### src/include/uart_macros.svh
`ifndef UART_MACROS_SVH
`define UART_MACROS_SVH

// Character width in bits.
`define UART_DATA_W 8

// Entries in each FIFO.
`define UART_FIFO_DEPTH 8

// Must cover UART_FIFO_DEPTH entries.
`define UART_PTR_W 3

`endif

### src/source/uart_pkg.sv
`default_nettype none
`include "uart_macros.svh"

package uart_pkg;

	// Line settings shared by both directions.
	typedef struct packed {
		logic [15:0] div;       // Bit period minus one, in clock cycles.
		logic        parity_en; // Even parity bit after the data.
	} uart_cfg_t;

	// One received character with its error flags.
	typedef struct packed {
		logic [`UART_DATA_W-1:0] data;
		logic                    parity_err;
		logic                    frame_err;  // Stop bit sampled low.
	} uart_rx_t;

endpackage

`default_nettype wire

### src/source/uart_fifo.sv
`timescale 1ns/1ps
`default_nettype none
`include "uart_macros.svh"

module uart_fifo #(
	parameter type payload_t = logic [`UART_DATA_W-1:0],
	parameter int  depth     = `UART_FIFO_DEPTH
) (
	input  logic     clk,
	input  logic     rstn,
	input  logic     push,
	input  payload_t push_data,
	input  logic     pop,
	output payload_t head,
	output logic     empty,
	output logic     full
);
	localparam logic [`UART_PTR_W-1:0] last_ptr = `UART_PTR_W'(depth - 1);

	payload_t               mem [depth];
	logic [`UART_PTR_W-1:0] wr_ptr;
	logic [`UART_PTR_W-1:0] rd_ptr;
	logic [`UART_PTR_W:0]   count;
	logic                   do_push;
	logic                   do_pop;

	assign do_push = push & ~full;
	assign do_pop  = pop & ~empty;
	assign empty   = (count == '0);
	assign full    = (count == (`UART_PTR_W+1)'(depth));
	assign head    = mem[rd_ptr];

	always_ff @(posedge clk)
	begin
		if (do_push)
			mem[wr_ptr] <= push_data;
	end

	always_ff @(posedge clk or negedge rstn)
	begin
		if (!rstn)
		begin
			wr_ptr <= '0;
			rd_ptr <= '0;
			count  <= '0;
		end
		else
		begin
			if (do_push)
				wr_ptr <= (wr_ptr == last_ptr) ? '0 : wr_ptr + 1'b1;
			if (do_pop)
				rd_ptr <= (rd_ptr == last_ptr) ? '0 : rd_ptr + 1'b1;
			case ({do_push, do_pop})
				2'b10:   count <= count + 1'b1;
				2'b01:   count <= count - 1'b1;
				default: count <= count; // Both or neither.
			endcase
		end
	end

endmodule

`default_nettype wire

### src/source/uart_tx.sv
`timescale 1ns/1ps
`default_nettype none
`include "uart_macros.svh"

module uart_tx (
	input  logic                    clk,
	input  logic                    rstn,
	input  uart_pkg::uart_cfg_t     cfg,
	input  logic [`UART_DATA_W-1:0] data,
	input  logic                    valid,
	output logic                    ready,
	output logic                    txd,
	output logic                    tx_busy
);
	localparam int cnt_w = $clog2(`UART_DATA_W);
	localparam int msb   = `UART_DATA_W - 1;

	typedef enum logic [2:0] {
		s_idle,
		s_start,
		s_data,
		s_parity,
		s_stop,
		s_check
	} state_t;

	state_t                  state;
	state_t                  state_next;
	logic [`UART_DATA_W-1:0] shreg;
	logic [cnt_w-1:0]        bit_cnt;
	logic                    parity;
	logic [15:0]             baud_cnt;
	logic                    baud_en;
	logic                    bit_done;
	logic                    load;

	assign baud_en  = (state != s_idle) && (state != s_check);
	assign bit_done = baud_en && (baud_cnt == cfg.div);
	assign load     = valid && ((state == s_idle) || (state == s_check));

	// Counts the cycles of the current bit.
	always_ff @(posedge clk or negedge rstn)
	begin
		if (!rstn)
			baud_cnt <= '0;
		else if (!baud_en || bit_done)
			baud_cnt <= '0;
		else
			baud_cnt <= baud_cnt + 16'd1;
	end

	always_comb
	begin
		state_next = state;
		txd        = 1'b1;
		ready      = 1'b0;
		tx_busy    = 1'b1;
		case (state)
			s_idle:
			begin
				tx_busy = 1'b0;
				if (valid)
					state_next = s_start;
			end
			s_start:
			begin
				txd = 1'b0;
				if (bit_done)
					state_next = s_data;
			end
			s_data:
			begin
				txd = shreg[msb];
				if (bit_done && (bit_cnt == cnt_w'(msb)))
					state_next = cfg.parity_en ? s_parity : s_stop;
			end
			s_parity:
			begin
				txd = parity;
				if (bit_done)
					state_next = s_stop;
			end
			s_stop:
			begin
				if (bit_done)
				begin
					ready      = 1'b1; // Pops the FIFO head.
					state_next = s_check;
				end
			end
			s_check:
				state_next = valid ? s_start : s_idle; // Next byte if one waits.
			default:
				state_next = s_idle;
		endcase
	end

	always_ff @(posedge clk or negedge rstn)
	begin
		if (!rstn)
		begin
			state   <= s_idle;
			bit_cnt <= '0;
			parity  <= 1'b0;
		end
		else
		begin
			state <= state_next;
			if (state == s_start)
			begin
				bit_cnt <= '0;
				parity  <= 1'b0;
			end
			else if ((state == s_data) && bit_done)
			begin
				bit_cnt <= bit_cnt + 1'b1;
				parity  <= parity ^ shreg[msb]; // Even parity over sent bits.
			end
		end
	end

	always_ff @(posedge clk)
	begin
		if (load)
			shreg <= data;
		else if ((state == s_data) && bit_done)
			shreg <= {shreg[msb-1:0], 1'b0}; // MSB goes out first.
	end

endmodule

`default_nettype wire

### src/source/uart_rx.sv
`timescale 1ns/1ps
`default_nettype none
`include "uart_macros.svh"

module uart_rx (
	input  logic                 clk,
	input  logic                 rstn,
	input  uart_pkg::uart_cfg_t  cfg,
	input  logic                 rxd,
	output logic                 push,
	output uart_pkg::uart_rx_t   result
);
	localparam int cnt_w = $clog2(`UART_DATA_W);
	localparam int msb   = `UART_DATA_W - 1;

	typedef enum logic [2:0] {
		s_idle,
		s_start,
		s_data,
		s_parity,
		s_stop
	} state_t;

	state_t                  state;
	logic                    rxd_meta;
	logic                    rxd_sync;
	logic                    rxd_last;
	logic [15:0]             cnt;
	logic [cnt_w-1:0]        bit_cnt;
	logic [`UART_DATA_W-1:0] shreg;
	logic                    par_err;
	logic                    sample;

	// Half a bit to the middle of the start bit, then whole bits.
	assign sample = (state == s_start) ? (cnt == {1'b0, cfg.div[15:1]}) : (cnt == cfg.div);

	always_ff @(posedge clk or negedge rstn)
	begin
		if (!rstn)
		begin
			rxd_meta <= 1'b1;
			rxd_sync <= 1'b1;
			rxd_last <= 1'b1;
		end
		else
		begin
			rxd_meta <= rxd;
			rxd_sync <= rxd_meta;
			rxd_last <= rxd_sync;
		end
	end

	always_ff @(posedge clk or negedge rstn)
	begin
		if (!rstn)
		begin
			state   <= s_idle;
			cnt     <= '0;
			bit_cnt <= '0;
			par_err <= 1'b0;
			push    <= 1'b0;
		end
		else
		begin
			push <= 1'b0;
			if ((state == s_idle) || sample)
				cnt <= '0;
			else
				cnt <= cnt + 16'd1;
			case (state)
				s_idle:
				begin
					if (rxd_last && !rxd_sync)
						state <= s_start; // Falling edge.
				end
				s_start:
				begin
					if (sample)
					begin
						bit_cnt <= '0;
						par_err <= 1'b0;
						state   <= rxd_sync ? s_idle : s_data; // Glitch if high.
					end
				end
				s_data:
				begin
					if (sample)
					begin
						bit_cnt <= bit_cnt + 1'b1;
						if (bit_cnt == cnt_w'(msb))
							state <= cfg.parity_en ? s_parity : s_stop;
					end
				end
				s_parity:
				begin
					if (sample)
					begin
						par_err <= rxd_sync ^ (^shreg);
						state   <= s_stop;
					end
				end
				s_stop:
				begin
					if (sample)
					begin
						push  <= 1'b1;
						state <= s_idle;
					end
				end
				default:
					state <= s_idle;
			endcase
		end
	end

	always_ff @(posedge clk)
	begin
		if ((state == s_data) && sample)
			shreg <= {shreg[msb-1:0], rxd_sync};
		if ((state == s_stop) && sample)
		begin
			result.data       <= shreg;
			result.parity_err <= par_err;
			result.frame_err  <= ~rxd_sync;
		end
	end

endmodule

`default_nettype wire

### src/source/uart_top.sv
`timescale 1ns/1ps
`default_nettype none
`include "uart_macros.svh"

module uart_top (
	input  logic                    clk,
	input  logic                    rstn,
	input  uart_pkg::uart_cfg_t     cfg,
	input  logic                    wr_req,
	input  logic [`UART_DATA_W-1:0] wr_data,
	output logic                    wr_ack,
	input  logic                    rd_req,
	output uart_pkg::uart_rx_t      rd_data,
	output logic                    rd_ack,
	output logic                    txd,
	input  logic                    rxd,
	output logic                    tx_busy
);
	import uart_pkg::*;

	logic [`UART_DATA_W-1:0] tx_head;
	logic                    tx_empty;
	logic                    tx_full;
	logic                    tx_ready;
	logic                    wr_push;
	logic                    rx_push;
	logic                    rx_full;
	logic                    rx_empty;
	logic                    rd_pop;
	uart_rx_t                rx_result;

	assign wr_push = wr_req & ~wr_ack & ~tx_full; // Once per handshake.
	assign rd_pop  = rd_ack & ~rd_req;

	always_ff @(posedge clk or negedge rstn)
	begin
		if (!rstn)
		begin
			wr_ack <= 1'b0;
			rd_ack <= 1'b0;
		end
		else
		begin
			if (wr_push)
				wr_ack <= 1'b1;
			else if (!wr_req)
				wr_ack <= 1'b0;
			if (rd_req && !rd_ack && !rx_empty)
				rd_ack <= 1'b1;
			else if (rd_pop)
				rd_ack <= 1'b0;
		end
	end

	uart_fifo #(.payload_t(logic [`UART_DATA_W-1:0])) u_tx_fifo (
		.clk(clk), .rstn(rstn), .push(wr_push), .push_data(wr_data),
		.pop(tx_ready), .head(tx_head), .empty(tx_empty), .full(tx_full)
	);

	uart_tx u_tx (
		.clk(clk), .rstn(rstn), .cfg(cfg), .data(tx_head), .valid(~tx_empty),
		.ready(tx_ready), .txd(txd), .tx_busy(tx_busy)
	);

	uart_rx u_rx (
		.clk(clk), .rstn(rstn), .cfg(cfg), .rxd(rxd), .push(rx_push), .result(rx_result)
	);

	// A character arriving on a full FIFO is dropped.
	uart_fifo #(.payload_t(uart_rx_t)) u_rx_fifo (
		.clk(clk), .rstn(rstn), .push(rx_push & ~rx_full), .push_data(rx_result),
		.pop(rd_pop), .head(rd_data), .empty(rx_empty), .full(rx_full)
	);

endmodule

`default_nettype wire

### config.mk
export PLATFORM = sky130hd
export DESIGN_NAME = uart_top
export DESIGN_NICKNAME = d
export VERILOG_FILES = /design/src/source/uart_pkg.sv /design/src/source/uart_fifo.sv /design/src/source/uart_tx.sv /design/src/source/uart_rx.sv /design/src/source/uart_top.sv
export VERILOG_INCLUDE_DIRS = /design/src /design/src/include
export SDC_FILE = /design/constraint.sdc
export NUM_CORES = 1
export LEC_CHECK = 0
export BUFFER_PORTS_ARGS = -buffer_cell sky130_fd_sc_hd__buf_2
export CAP_MARGIN = 10
export CORE_MARGIN = 3
export CORE_UTILIZATION = 60
export DETAILED_ROUTE_END_ITERATION = 8
export GPL_TIMING_DRIVEN = 0
export PLACE_DENSITY = 0.78
export SKIP_CTS_REPAIR_TIMING = 1
export SYNTH_ARGS = -nofsm -noshare
export SYNTH_HDL_FRONTEND = slang
export SYNTH_HIERARCHICAL = 1
export SYNTH_SLANG_ARGS = --single-unit
export TNS_END_PERCENT = 30
### constraint.sdc
create_clock -name clk -period 10.3 [get_ports clk]
set_clock_uncertainty 0.1 [all_clocks]
set_input_delay 2.06 -clock clk [delete_from_list [all_inputs] [get_ports clk]]
set_output_delay 2.06 -clock clk [all_outputs]
set_load 0.02 [all_outputs]
==> results of run 1 <==
==> where the power goes <==
group / switching [W] / internal (W) / total [W]
sequential: 0.0000736 / 0.00111 / 0.00118
combinational: 0.000289 / 0.000240 / 0.000529
clock: 0.000358 / 0.000544 / 0.000902
==> registers in the layout, indices dropped and copies added, names as in the netlist, 4 cells and up <==
name and cells:
u_tx/shreg 8, u_rx_fifo/count 4, u_tx_fifo/mem 64, u_rx/cnt 16
u_rx/shreg 8, u_rx/result 10, u_tx/baud_cnt 16, u_tx_fifo/count 4
u_rx_fifo/mem 80
==> cell families (layout without fill, tap and decap cells) <==
logic type / count (synthesis) / in the layout / share of synthesized area [%]
XOR/XNOR: 71 / 71 / 5.510
other: 0 / 1 / 0
flip-flops: 242 / 242 / 61.23
buffers and inverters: 69 / 167 / 3.148
multiplexers: 79 / 79 / 12.56
AO/OA/AOI/OAI: 68 / 68 / 5.133
adder cells (fa/ha/maj): 23 / 23 / 2.661
AND/OR/NAND/NOR: 190 / 190 / 9.756
==> critical path, cell delays in order <==
cell      delay, ns
buf_2          0.14
xnor2_1        0.16
nand4_1        0.15
nor4_4         0.48
buf_6          0.20
and3_1         0.18
o41ai_2        0.16
inv_1          0.10
ha_1           0.32
ha_1           0.35
or4b_2         0.65
o311ai_0       0.13
o211ai_1       0.12
==> worst max-delay path by stage <==
stage            start            endpoint  slack [ns]  cells past startpoint
6_report       cfg[16]  u_tx_fifo/count[3]        5.37                     13
5_1_grt        cfg[16]  u_tx_fifo/count[3]        5.17                     13
4_1_cts        cfg[16]  u_tx_fifo/count[3]        5.40                     13
3_5_place_dp   cfg[16]  u_tx_fifo/count[3]        4.93                     13
3_3_place_gp   cfg[16]  u_tx_fifo/count[3]        5.00                     13
2_1_floorplan  cfg[16]  u_tx_fifo/count[3]        5.45                     12
==> final cells by class <==
type	instances	share of cell area [%]
flip-flops and latches	242	54.14
clock buffers	36	5.695
inverters	36	1.059
repair buffers	52	2.421
diodes	1	0.01960
well taps	229	2.245
clock inverters	10	0.9508
plain buffers	33	1.725
multi-input cells	431	31.75
==> cells in the mapped netlist (17+ instances only) <==
cell,number
dfrtp_1,69
edfxtp_1,170
ha_1,20
inv_1,35
mux2_2,22
mux4_1,24
nand2_1,17
nand3_1,19
nor2_1,39
nor3_1,31
xnor2_1,41
xor2_1,30
==> layer usage <==
metal,wire length [microns],vias up
li1,-,3005
met1,8873,3297
met2,11210,178
met3,1132,47
met4,496,0
met5,0,-
==> metrics by stage <==
stage               power, W  hold WS, ns  util, %  setup slack [ns]  instances
finish              0.002612       0.2703    70.10             5.365       1070
global route        0.002726       0.2657    70.10             5.175       1070
CTS                 0.002630       0.2684    70.01             5.402       1067
detailed placement  0.001723       0.2633    65.35             4.930       1021
global placement    0.001685       0.2547    64.74             5.003       1014
floorplan           0.001575       0.2452        -             5.448        742
==> layout by cell type (no fill, tap or decap), drive strengths merged, types with 8 or more instances in the layout <==
cell,count
nand2,19
xor2,30
mux2,36
and2,10
buf,70
nor2b,11
nor3b,10
nand2b,8
nor4,8
a21oi,11
mux4,36
edfxtp,170
nor2,39
ha,20
nand3,19
inv,37
dfrtp,69
clkbuf,51
xnor2,41
nand4,15
nor3,32
==> out/results.ini, run 1 <==
[synth]
synth_top_flop_cell = edfxtp_1
syn_area_sq_mm = 0.01129
yosysWarnings = 6
ys_types = 75
synthArstFlopShare_pct = 29.75
synth_seq_cells = 242
synth_nets = 794
ys_top_cells_by_area = edfxtp_1 45%, dfrtp_1 15%, mux4_1 5.6%, xnor2_1 3.2%, mux4_2 2.4%
synth_largest_area_cell = edfxtp_1
netlist_instances = 742
synth_top_cell_area_share_pct = 45.23
syn_avg_cell_area_sq_um = 15.21
ys_seq_area_share_pct = 61.23
synth_edf_count = 170

[clock_network]
clock-sinks = 242
clkLatencyLatePin_ns = 0.52
cts_tree = done
numCtsBuffers = 25
clkSlewWorstSetupHoldPaths_ns = 0.06
cts-root-buf = clkbuf_16
cts_buffer_depth = 3
htreeDepth = 1

[layout]
layout-drive-gt1-share_pct = 22.26
fin_area_sq_mm = 0.01276
regArea_sq_mm = 0.006910
nFillCells = 1161
nets = 873
multi_input_area_sq_mm = 0.004053
syn2layout_area_growth_pct = 13.10

[route]
drtAntennaViolNets = 0
drt_first_pass_iters = 5
post-route-drc-count = 0
drt-total-wl_mm = 21.71
via_count = 6527
detail_route.wl_per_cell_microns = 20.29
viasPerCell = 6.100
dr.first_iter.drc_count = 329

[min_path]
holdCritStartpoint = u_rx/rxd_sync
hold_depth = 0
whs_endpoint = u_rx/rxd_last
hold_class = flop to flop

[critical_path]
end_kind = flop
rr_worst_depth = 12
required_ns = 10.59
critPathKind = input pin to flop
worst-r2r-setup-slack_ns = 6.56
r2r_end = u_tx_fifo/count[3]
crit_path_start_kind = input pin
cp.arrival_ns = 5.22
timing.rr.start = u_tx/baud_cnt[2]
path_max_fanout = 10

[place]
port_buffers = 43
placed_cell_area_sq_mm = 0.01190
place_congestion = 0.8765
dpl.hpwl_mm = 14.70

[timing]
slew_viol_final = 0
max_slew_margin_pct = 25.52
period_share_pct = 47.91
hold_violations = 0
rsz0062_at_grt = false
worstMarginPinSlew_ns = 1.113
fmax_ghz = 0.2026
fin_crit_ns = 4.935
tns_ns = 0
finalSetupViolCount = 0

[global_routing]
antenna_found_initial = 1
grt_max_degree = 62
grt_pass1_vias = 6743
grt_usage_pct = 21.72
grtUsageMet2_pct = 38.03
grt.busiest_layer = met2
grt_pass1_wl_mm = 35.14
gr-usage-met3_pct = 3.115
use_met1_pct = 28.84
grt.overflow.total = 0

[die]
die_y_microns = 143.2
core_sq_mm = 0.01821
dieArea_sq_mm = 0.02049
ios = 44
die_x_microns = 143.2
num_rows = 49
start_util_pct = 61.98

[status]
outcome = complete, no violations

[power]
vdd_drop_max_mv = 0.1832
p_leak_nw = 4.833
power_density_mw_per_mm2 = 204.6

[job]
maxCapViolations = 0

Note: power is estimated with default switching activity, not from simulation.
==> run 2: changes to the inputs <==
- ABC_AREA: unset -> 1
- CORE_UTILIZATION: 60 -> 56
- PLACE_DENSITY: 0.78 -> 0.76
- clock period: 10.3 -> 4.2 ns (I/O delays scaled with it)
==> run 2 against run 1 <==
  * Synthesized area increased by 6.8%
  * Sequential power up 150%
  * Power rose to 2.9 times the previous value
  * Global-route usage fell by 1.3 points
  * Largest power group unchanged
  * Highest routed layer unchanged
==> out/results.ini, run 2 <==
[job]
maxCapViolations = 0  ; unchanged

[layout]
nFillCells = 1669  ; +44%
num_antenna_cells = 0  ; -1
syn2layout_area_growth_pct = 12.70
final_common_cell = nand2_1
multi_input_area_sq_mm = 0.004249  ; +4.8%
largest_register_ffs = 80  ; unchanged
final_cell_mix = 444 x nand2_1, 170 x edfxtp_1, 164 x nor2_1
nets = 1446  ; +66%
stdcell_count = 1688  ; +58%
regArea_sq_mm = 0.006910  ; unchanged
top_register = u_rx_fifo/mem
layout-drive-gt1-share_pct = 13.94  ; -8.3 points
reg_top3 = u_rx_fifo/mem: 80 flops, u_tx_fifo/mem: 64 flops

[clock_network]
clkSlewWorstSetupHoldPaths_ns = 0.06  ; about the same
cts_buffer_depth = 3  ; unchanged
numCtsBuffers = 25  ; unchanged
clkLatencyLatePin_ns = 0.52  ; about the same
cts-root-buf = clkbuf_16
clock-sinks = 242  ; unchanged
cts_tree = done
htreeDepth = 1  ; unchanged

[synth]
ys_top_cells_by_area = edfxtp_1 42%, dfrtp_1 14%, nand2_1 14%, nor2_1 5.1%, inv_1 4.5%
synth.area.mux_share_pct = 0.6540  ; -12 points
yosysMostFrequentCell = nand2_1
syn_area_sq_mm = 0.01205  ; +6.8%
synth_top_family_by_area = simple AND/OR/NAND/NOR gates
synthTopCellsByCount = 444 x nand2_1, 170 x edfxtp_1, 164 x nor2_1
synth_seq_cells = 242  ; unchanged
synth_fa_ha_area_share_pct = 2.408  ; -0.25 points
netlist_instances = 1320  ; +78%
synth_top_cell_area_share_pct = 42.35  ; -2.9 points
synth-xor-area-share_pct = 1.744  ; -3.8 points
synth_nets = 1372  ; +73%
yosysWarnings = 6  ; unchanged
synthArstFlopShare_pct = 29.75  ; unchanged
synth_largest_area_cell = edfxtp_1
syn_avg_cell_area_sq_um = 9.131  ; -40%
ys_seq_area_share_pct = 57.33  ; -3.9 points
yosys.area_share.simple_pct = 27.02  ; +17 points
synth_edf_count = 170  ; unchanged
ys_types = 46  ; -39%
synth-compound-area-share_pct = 3.218  ; -1.9 points
synth_top_flop_cell = edfxtp_1

[timing]
finalSetupViolCount = 0  ; unchanged
worstMarginPinSlew_ns = 0.9598  ; -0.1532 ns
slew_viol_final = 0  ; unchanged
fin_crit_ns = 2.838
hold_violations = 0  ; unchanged
tns_ns = 0  ; unchanged
fmax_ghz = 0.3524
max_slew_margin_pct = 35.67  ; +10 points
rsz0062_at_grt = false
period_share_pct = 67.56

[global_routing]
use_met1_pct = 26.79  ; -2.1 points
grt_usage_pct = 20.45  ; -1.3 points
grt.busiest_layer = met2
grt_max_degree = 58  ; -6.5%
gr-usage-met3_pct = 3.067  ; -0.047 points
antenna_found_initial = 0  ; -1
grt_pass1_vias = 8481  ; +26%
grtUsageMet2_pct = 34.67  ; -3.4 points
grt.overflow.total = 0  ; unchanged
grt_pass1_wl_mm = 39.86  ; +13%

[critical_path]
end_kind = flop
worst-r2r-setup-slack_ns = 1.36  ; -5.20 ns
path_max_fanout = 7  ; -3
r2r_end = u_tx_fifo/count[3]
required_ns = 4.52  ; -6.07 ns
critPathKind = flop to flop
crit_path_start_kind = flop
timing.rr.start = u_tx/baud_cnt[3]
cp.arrival_ns = 3.15  ; -2.07 ns
rr_worst_depth = 17  ; +5

[die]
dieArea_sq_mm = 0.02332  ; +14%
core_sq_mm = 0.02109  ; +16%
die_y_microns = 152.7  ; +6.7%
die_x_microns = 152.7  ; +6.7%
num_rows = 53  ; +8.2%
start_util_pct = 57.16  ; -4.8 points
ios = 44  ; unchanged

[place]
dpl.hpwl_mm = 16.50  ; +12%
port_buffers = 43  ; unchanged
place_congestion = 0.8888  ; +1.4%
dpl.cell_count = 1642  ; +61%

[route]
via_count = 8641  ; +32%
drt-total-wl_mm = 23.48  ; +8.2%
viasPerCell = 5.119  ; -16%
drt_first_pass_iters = 5  ; unchanged
detail_route.wl_per_cell_microns = 13.91  ; -31%
dr.first_iter.drc_count = 699  ; +110%
drtAntennaViolNets = 0  ; unchanged
post-route-drc-count = 0  ; unchanged

[power]
power_density_mw_per_mm2 = 562.2  ; +170%
vdd_drop_max_mv = 0.3703  ; +100%
p_leak_nw = 6.145  ; +27%

[min_path]
hold_class = input pin to async pin

[status]
outcome = complete, no violations

-- run 2: cell types whose count changed in the layout (fill, tap and decap cells not counted), moves of 22 or more --
cell	delta
mux2_2	-22
inv_1	+110
mux4_1	-24
xnor2_1	-31
nor2_1	+125
o21ai_0	+32
nand2_1	+427
nand3_1	+43
-- run 2: metrics by stage --
stage	hold WS, ns	cell area (sq um)	power [W]	util (%)	setup slack (ns)
after global placement	0.2464	12610	0.005247	59.81	0.9131
after floorplan	0.2452	12050	0.004715	-	1.333
after CTS	0.08145	13580	0.007678	64.41	1.366
after detailed placement	0.2488	12690	0.005322	60.16	0.8686
final	0.08963	13580	0.007637	64.41	1.362
after global routing	0.08285	13580	0.008120	64.41	1.113
-- run 2: kinds of logic after synthesis --
logic type	Yosys count
and+or+nand+nor	757
DFF	242
buffers and inverters	197
AOI/OAI and AO/OA	71
xor gates and xnor gates	24
adders and majority gates	22
muxes	7
-- run 2: layout make-up --
cell class,instances,area share (%)
repair buffers,47,1.953
clock buffers,31,4.993
plain buffers,34,2.165
clock inverters,15,1.603
inverters,163,4.597
well taps,275,2.533
flip-flops and latches,242,50.88
multi-input cells,881,31.28
-- run 2: metal layers --
metal	vias to the layer above	part of all wire, %
met4	0	2.5
li1	4364	-
met2	256	48
met5	-	0
met1	3980	43
met3	41	6.6
-- run 2: worst max path at each step --
stage | start | slack, ns | depth (start not counted) | endpoint
detailed placement | cfg[2] | 0.87 | 17 | u_tx_fifo/count[3]
finish | u_tx/baud_cnt[3] | 1.36 | 17 | u_tx_fifo/count[3]
CTS | u_rx/state[2] | 1.37 | 12 | u_rx/result[9]
floorplan | cfg[2] | 1.33 | 16 | u_tx_fifo/count[3]
global route | u_tx/baud_cnt[4] | 1.11 | 17 | u_tx_fifo/count[3]
global placement | cfg[2] | 0.91 | 17 | u_tx_fifo/count[3]
-- run 2: report_power, final --
part / internal [W] / switching [W]
sequential: 0.00279 / 0.000162
clock: 0.00146 / 0.000898
combinational: 0.000809 / 0.00152
-- run 2: critical path: stages (launching register included) --
cell     delay (ns)
dfrtp_1        0.45
inv_2          0.08
nand2_1        0.07
nand2_1        0.06
nor2_2         0.12
nand2_2        0.12
nor2_8         0.16
nand2_2        0.12
nor2_1         0.14
nand2_1        0.08
inv_2          0.10
ha_1           0.28
ha_1           0.32
or2_2          0.29
nand2_1        0.07
nand2_1        0.05
nand3_1        0.07
nand2_1        0.05
==> run 3: changes to the inputs <==
- CORE_UTILIZATION: 56 -> 60
- PLACE_DENSITY: 0.76 -> 0.78
- clock period: 4.2 -> 2.7 ns (I/O delays scaled with it)
==> run 3 against run 2 <==
  * Register-to-register slack lost 1.2 ns
  * Critical path depth is the same
  * Clock power increased by 44%
  * Combinational power up 58%
  * Power up 53%
  * Sequential power is 56% higher
  * First-iteration DRC count decreased by 15%
  * Critical path type unchanged
  * Sequential share of layout area increased by 0.060 points
  * Non-clock buffer count is 5 higher
  * Critical endpoint unchanged
==> out/results.ini, run 3 (synthesized netlist as in run 2, its figures left out) <==
[layout]
layout-drive-gt1-share_pct = 14.59  ; +0.65 points
top_register = u_rx_fifo/mem
syn2layout_area_growth_pct = 12.64  ; about the same
nets = 1452  ; +0.41%
fin_util_pct = 69.30  ; +4.9 points
final_common_cell = nand2_1
reg_top3 = u_rx_fifo/mem: 80 flops, u_tx_fifo/mem: 64 flops
fin_area_sq_mm = 0.01358  ; about the same
final_cell_mix = 443 x nand2_1, 170 x edfxtp_1, 162 x nor2_1
nFillCells = 1462  ; -12%
num_antenna_cells = 0  ; unchanged
regArea_sq_mm = 0.006915  ; about the same
largest_register_ffs = 80  ; unchanged
multi_input_area_sq_mm = 0.004269  ; +0.47%

[die]
num_rows = 51  ; -3.8%
start_util_pct = 61.53  ; +4.4 points
die_y_microns = 147.7  ; -3.3%
core_sq_mm = 0.01959  ; -7.1%
die_x_microns = 147.7  ; -3.3%
ios = 44  ; unchanged
dieArea_sq_mm = 0.02182  ; -6.4%

[clock_network]
numCtsBuffers = 26  ; +4.0%
clkSlewWorstSetupHoldPaths_ns = 0.06  ; about the same
cts-root-buf = clkbuf_16
htreeDepth = 1  ; unchanged
cts_tree = done
cts_buffer_depth = 3  ; unchanged
clkLatencyLatePin_ns = 0.52  ; about the same
clock-sinks = 242  ; unchanged

[route]
detail_route.wl_per_cell_microns = 14.65  ; +5.3%
drtAntennaViolNets = 0  ; unchanged
drt-total-wl_mm = 24.67  ; +5.1%
viasPerCell = 5.225  ; +2.1%
via_count = 8799  ; +1.8%
post-route-drc-count = 0  ; unchanged
drt_first_pass_iters = 5  ; unchanged
dr.first_iter.drc_count = 593  ; -15%

[global_routing]
antenna_found_initial = 0  ; unchanged
grt_max_degree = 56  ; -3.4%
grt_pass1_wl_mm = 40.54  ; +1.7%
grt.overflow.total = 0  ; unchanged
grt_usage_pct = 22.86  ; +2.4 points
grt_pass1_vias = 8523  ; +0.50%

[place]
port_buffers = 43  ; unchanged
placed_cell_area_sq_mm = 0.01268  ; about the same
place_congestion = 0.8826  ; -0.70%
dpl.hpwl_mm = 17.23  ; +4.4%

[timing]
period_share_pct = 95.18  ; +28 points
finalSetupViolCount = 0  ; unchanged
rsz0062_at_grt = true
worstMarginPinSlew_ns = 0.9234  ; -0.03638 ns
fin_crit_ns = 2.570  ; -0.2677 ns
slew_viol_final = 0  ; unchanged
hold_violations = 0  ; unchanged
fmax_ghz = 0.3891  ; +10%
max_slew_margin_pct = 38.10  ; +2.4 points

[min_path]
hold_depth = 3
whs_endpoint = wr_ack
hold_class = input pin to flop
holdCritStartpoint = wr_req

[critical_path]
r2r_end = u_tx_fifo/count[3]
startpoint = u_tx/baud_cnt[2]
cp.arrival_ns = 2.89  ; -0.26 ns
end_kind = flop
rr_worst_depth = 17  ; unchanged
crit_path_start_kind = flop
path_max_fanout = 7  ; unchanged
timing.rr.start = u_tx/baud_cnt[2]
critPathKind = flop to flop
required_ns = 3.02  ; -1.50 ns
worst-r2r-setup-slack_ns = 0.13  ; -1.23 ns

[status]
outcome = complete, no violations

[power]
power_density_mw_per_mm2 = 858.4  ; +53%
vdd_drop_max_mv = 0.5723  ; +55%
p_leak_nw = 6.133  ; -0.19%

[job]
maxCapViolations = 0  ; unchanged

-- run 3: worst max path at each step --
| stage | endpoint | slack (ns) | cells after the start |
|---|---|---|---|
| floorplan | u_tx_fifo/count[3] | 0.13 | 16 |
| detailed placement | u_tx_fifo/count[3] | -0.30 | 18 |
| global route | u_tx_fifo/count[3] | -0.12 | 17 |
| finish | u_tx_fifo/count[3] | 0.13 | 17 |
| global placement | u_tx_fifo/count[3] | -0.27 | 18 |
| CTS | u_rx/result[5] | -0.17 | 12 |
-- run 3: area by class of cell --
cell class	count	area share [%]
clock buffers	31	5.235
inverters	163	4.599
plain buffers	34	2.166
repair buffers	52	2.286
clock inverters	16	0.8939
well taps	265	2.442
flip-flops and latches	242	50.94
multi-input cells	881	31.44
-- run 3: metrics by stage --
stage	cells	total power (W)	hold WS (ns)	TNS, ns	setup slack, ns
final	1684	0.01165	0.1332	0	0.1301
after global routing	1684	0.01237	0.1360	-0.1244	-0.1180
after CTS	1680	0.01169	-0.2252	-1.858	-0.1710
after detailed placement	1633	0.008275	0.2510	-2.299	-0.3043
after global placement	1628	0.008146	0.2456	-1.366	-0.2748
after floorplan	1320	0.007335	0.1444	0	0.1334
-- run 3: layer usage --
layer	share of wire, %	global-route usage [%]
met4	2.7	7.968
met2	49	38.95
met5	0	0
met1	42	30.39
met3	6.1	3.219
-- run 3: worst max-delay path, cell delays in order, from the launching register on --
cell and delay (ns):
dfrtp_1 0.44, inv_2 0.05, nand2_1 0.05, nand2_1 0.06, nor2_2 0.12, nand2_2 0.11
nor2_8 0.17, nand2_2 0.11, nor2_1 0.10, nand2_1 0.07, inv_2 0.12, ha_4 0.18
ha_1 0.27, or2_2 0.28, nand2_1 0.07, nand2_1 0.04, nand3_1 0.07, nand2_1 0.05
-- run 3: report_power, final --
part / internal, W / switching, W / total, W / leakage (nW)
registers: 0.00434 / 0.000250 / 0.00459 / 2.48
logic: 0.00127 / 0.00240 / 0.00367 / 3.25
clock network: 0.00198 / 0.00143 / 0.00340 / 0.404
total: 0.00758 / 0.00408 / 0.0117 / 6.13
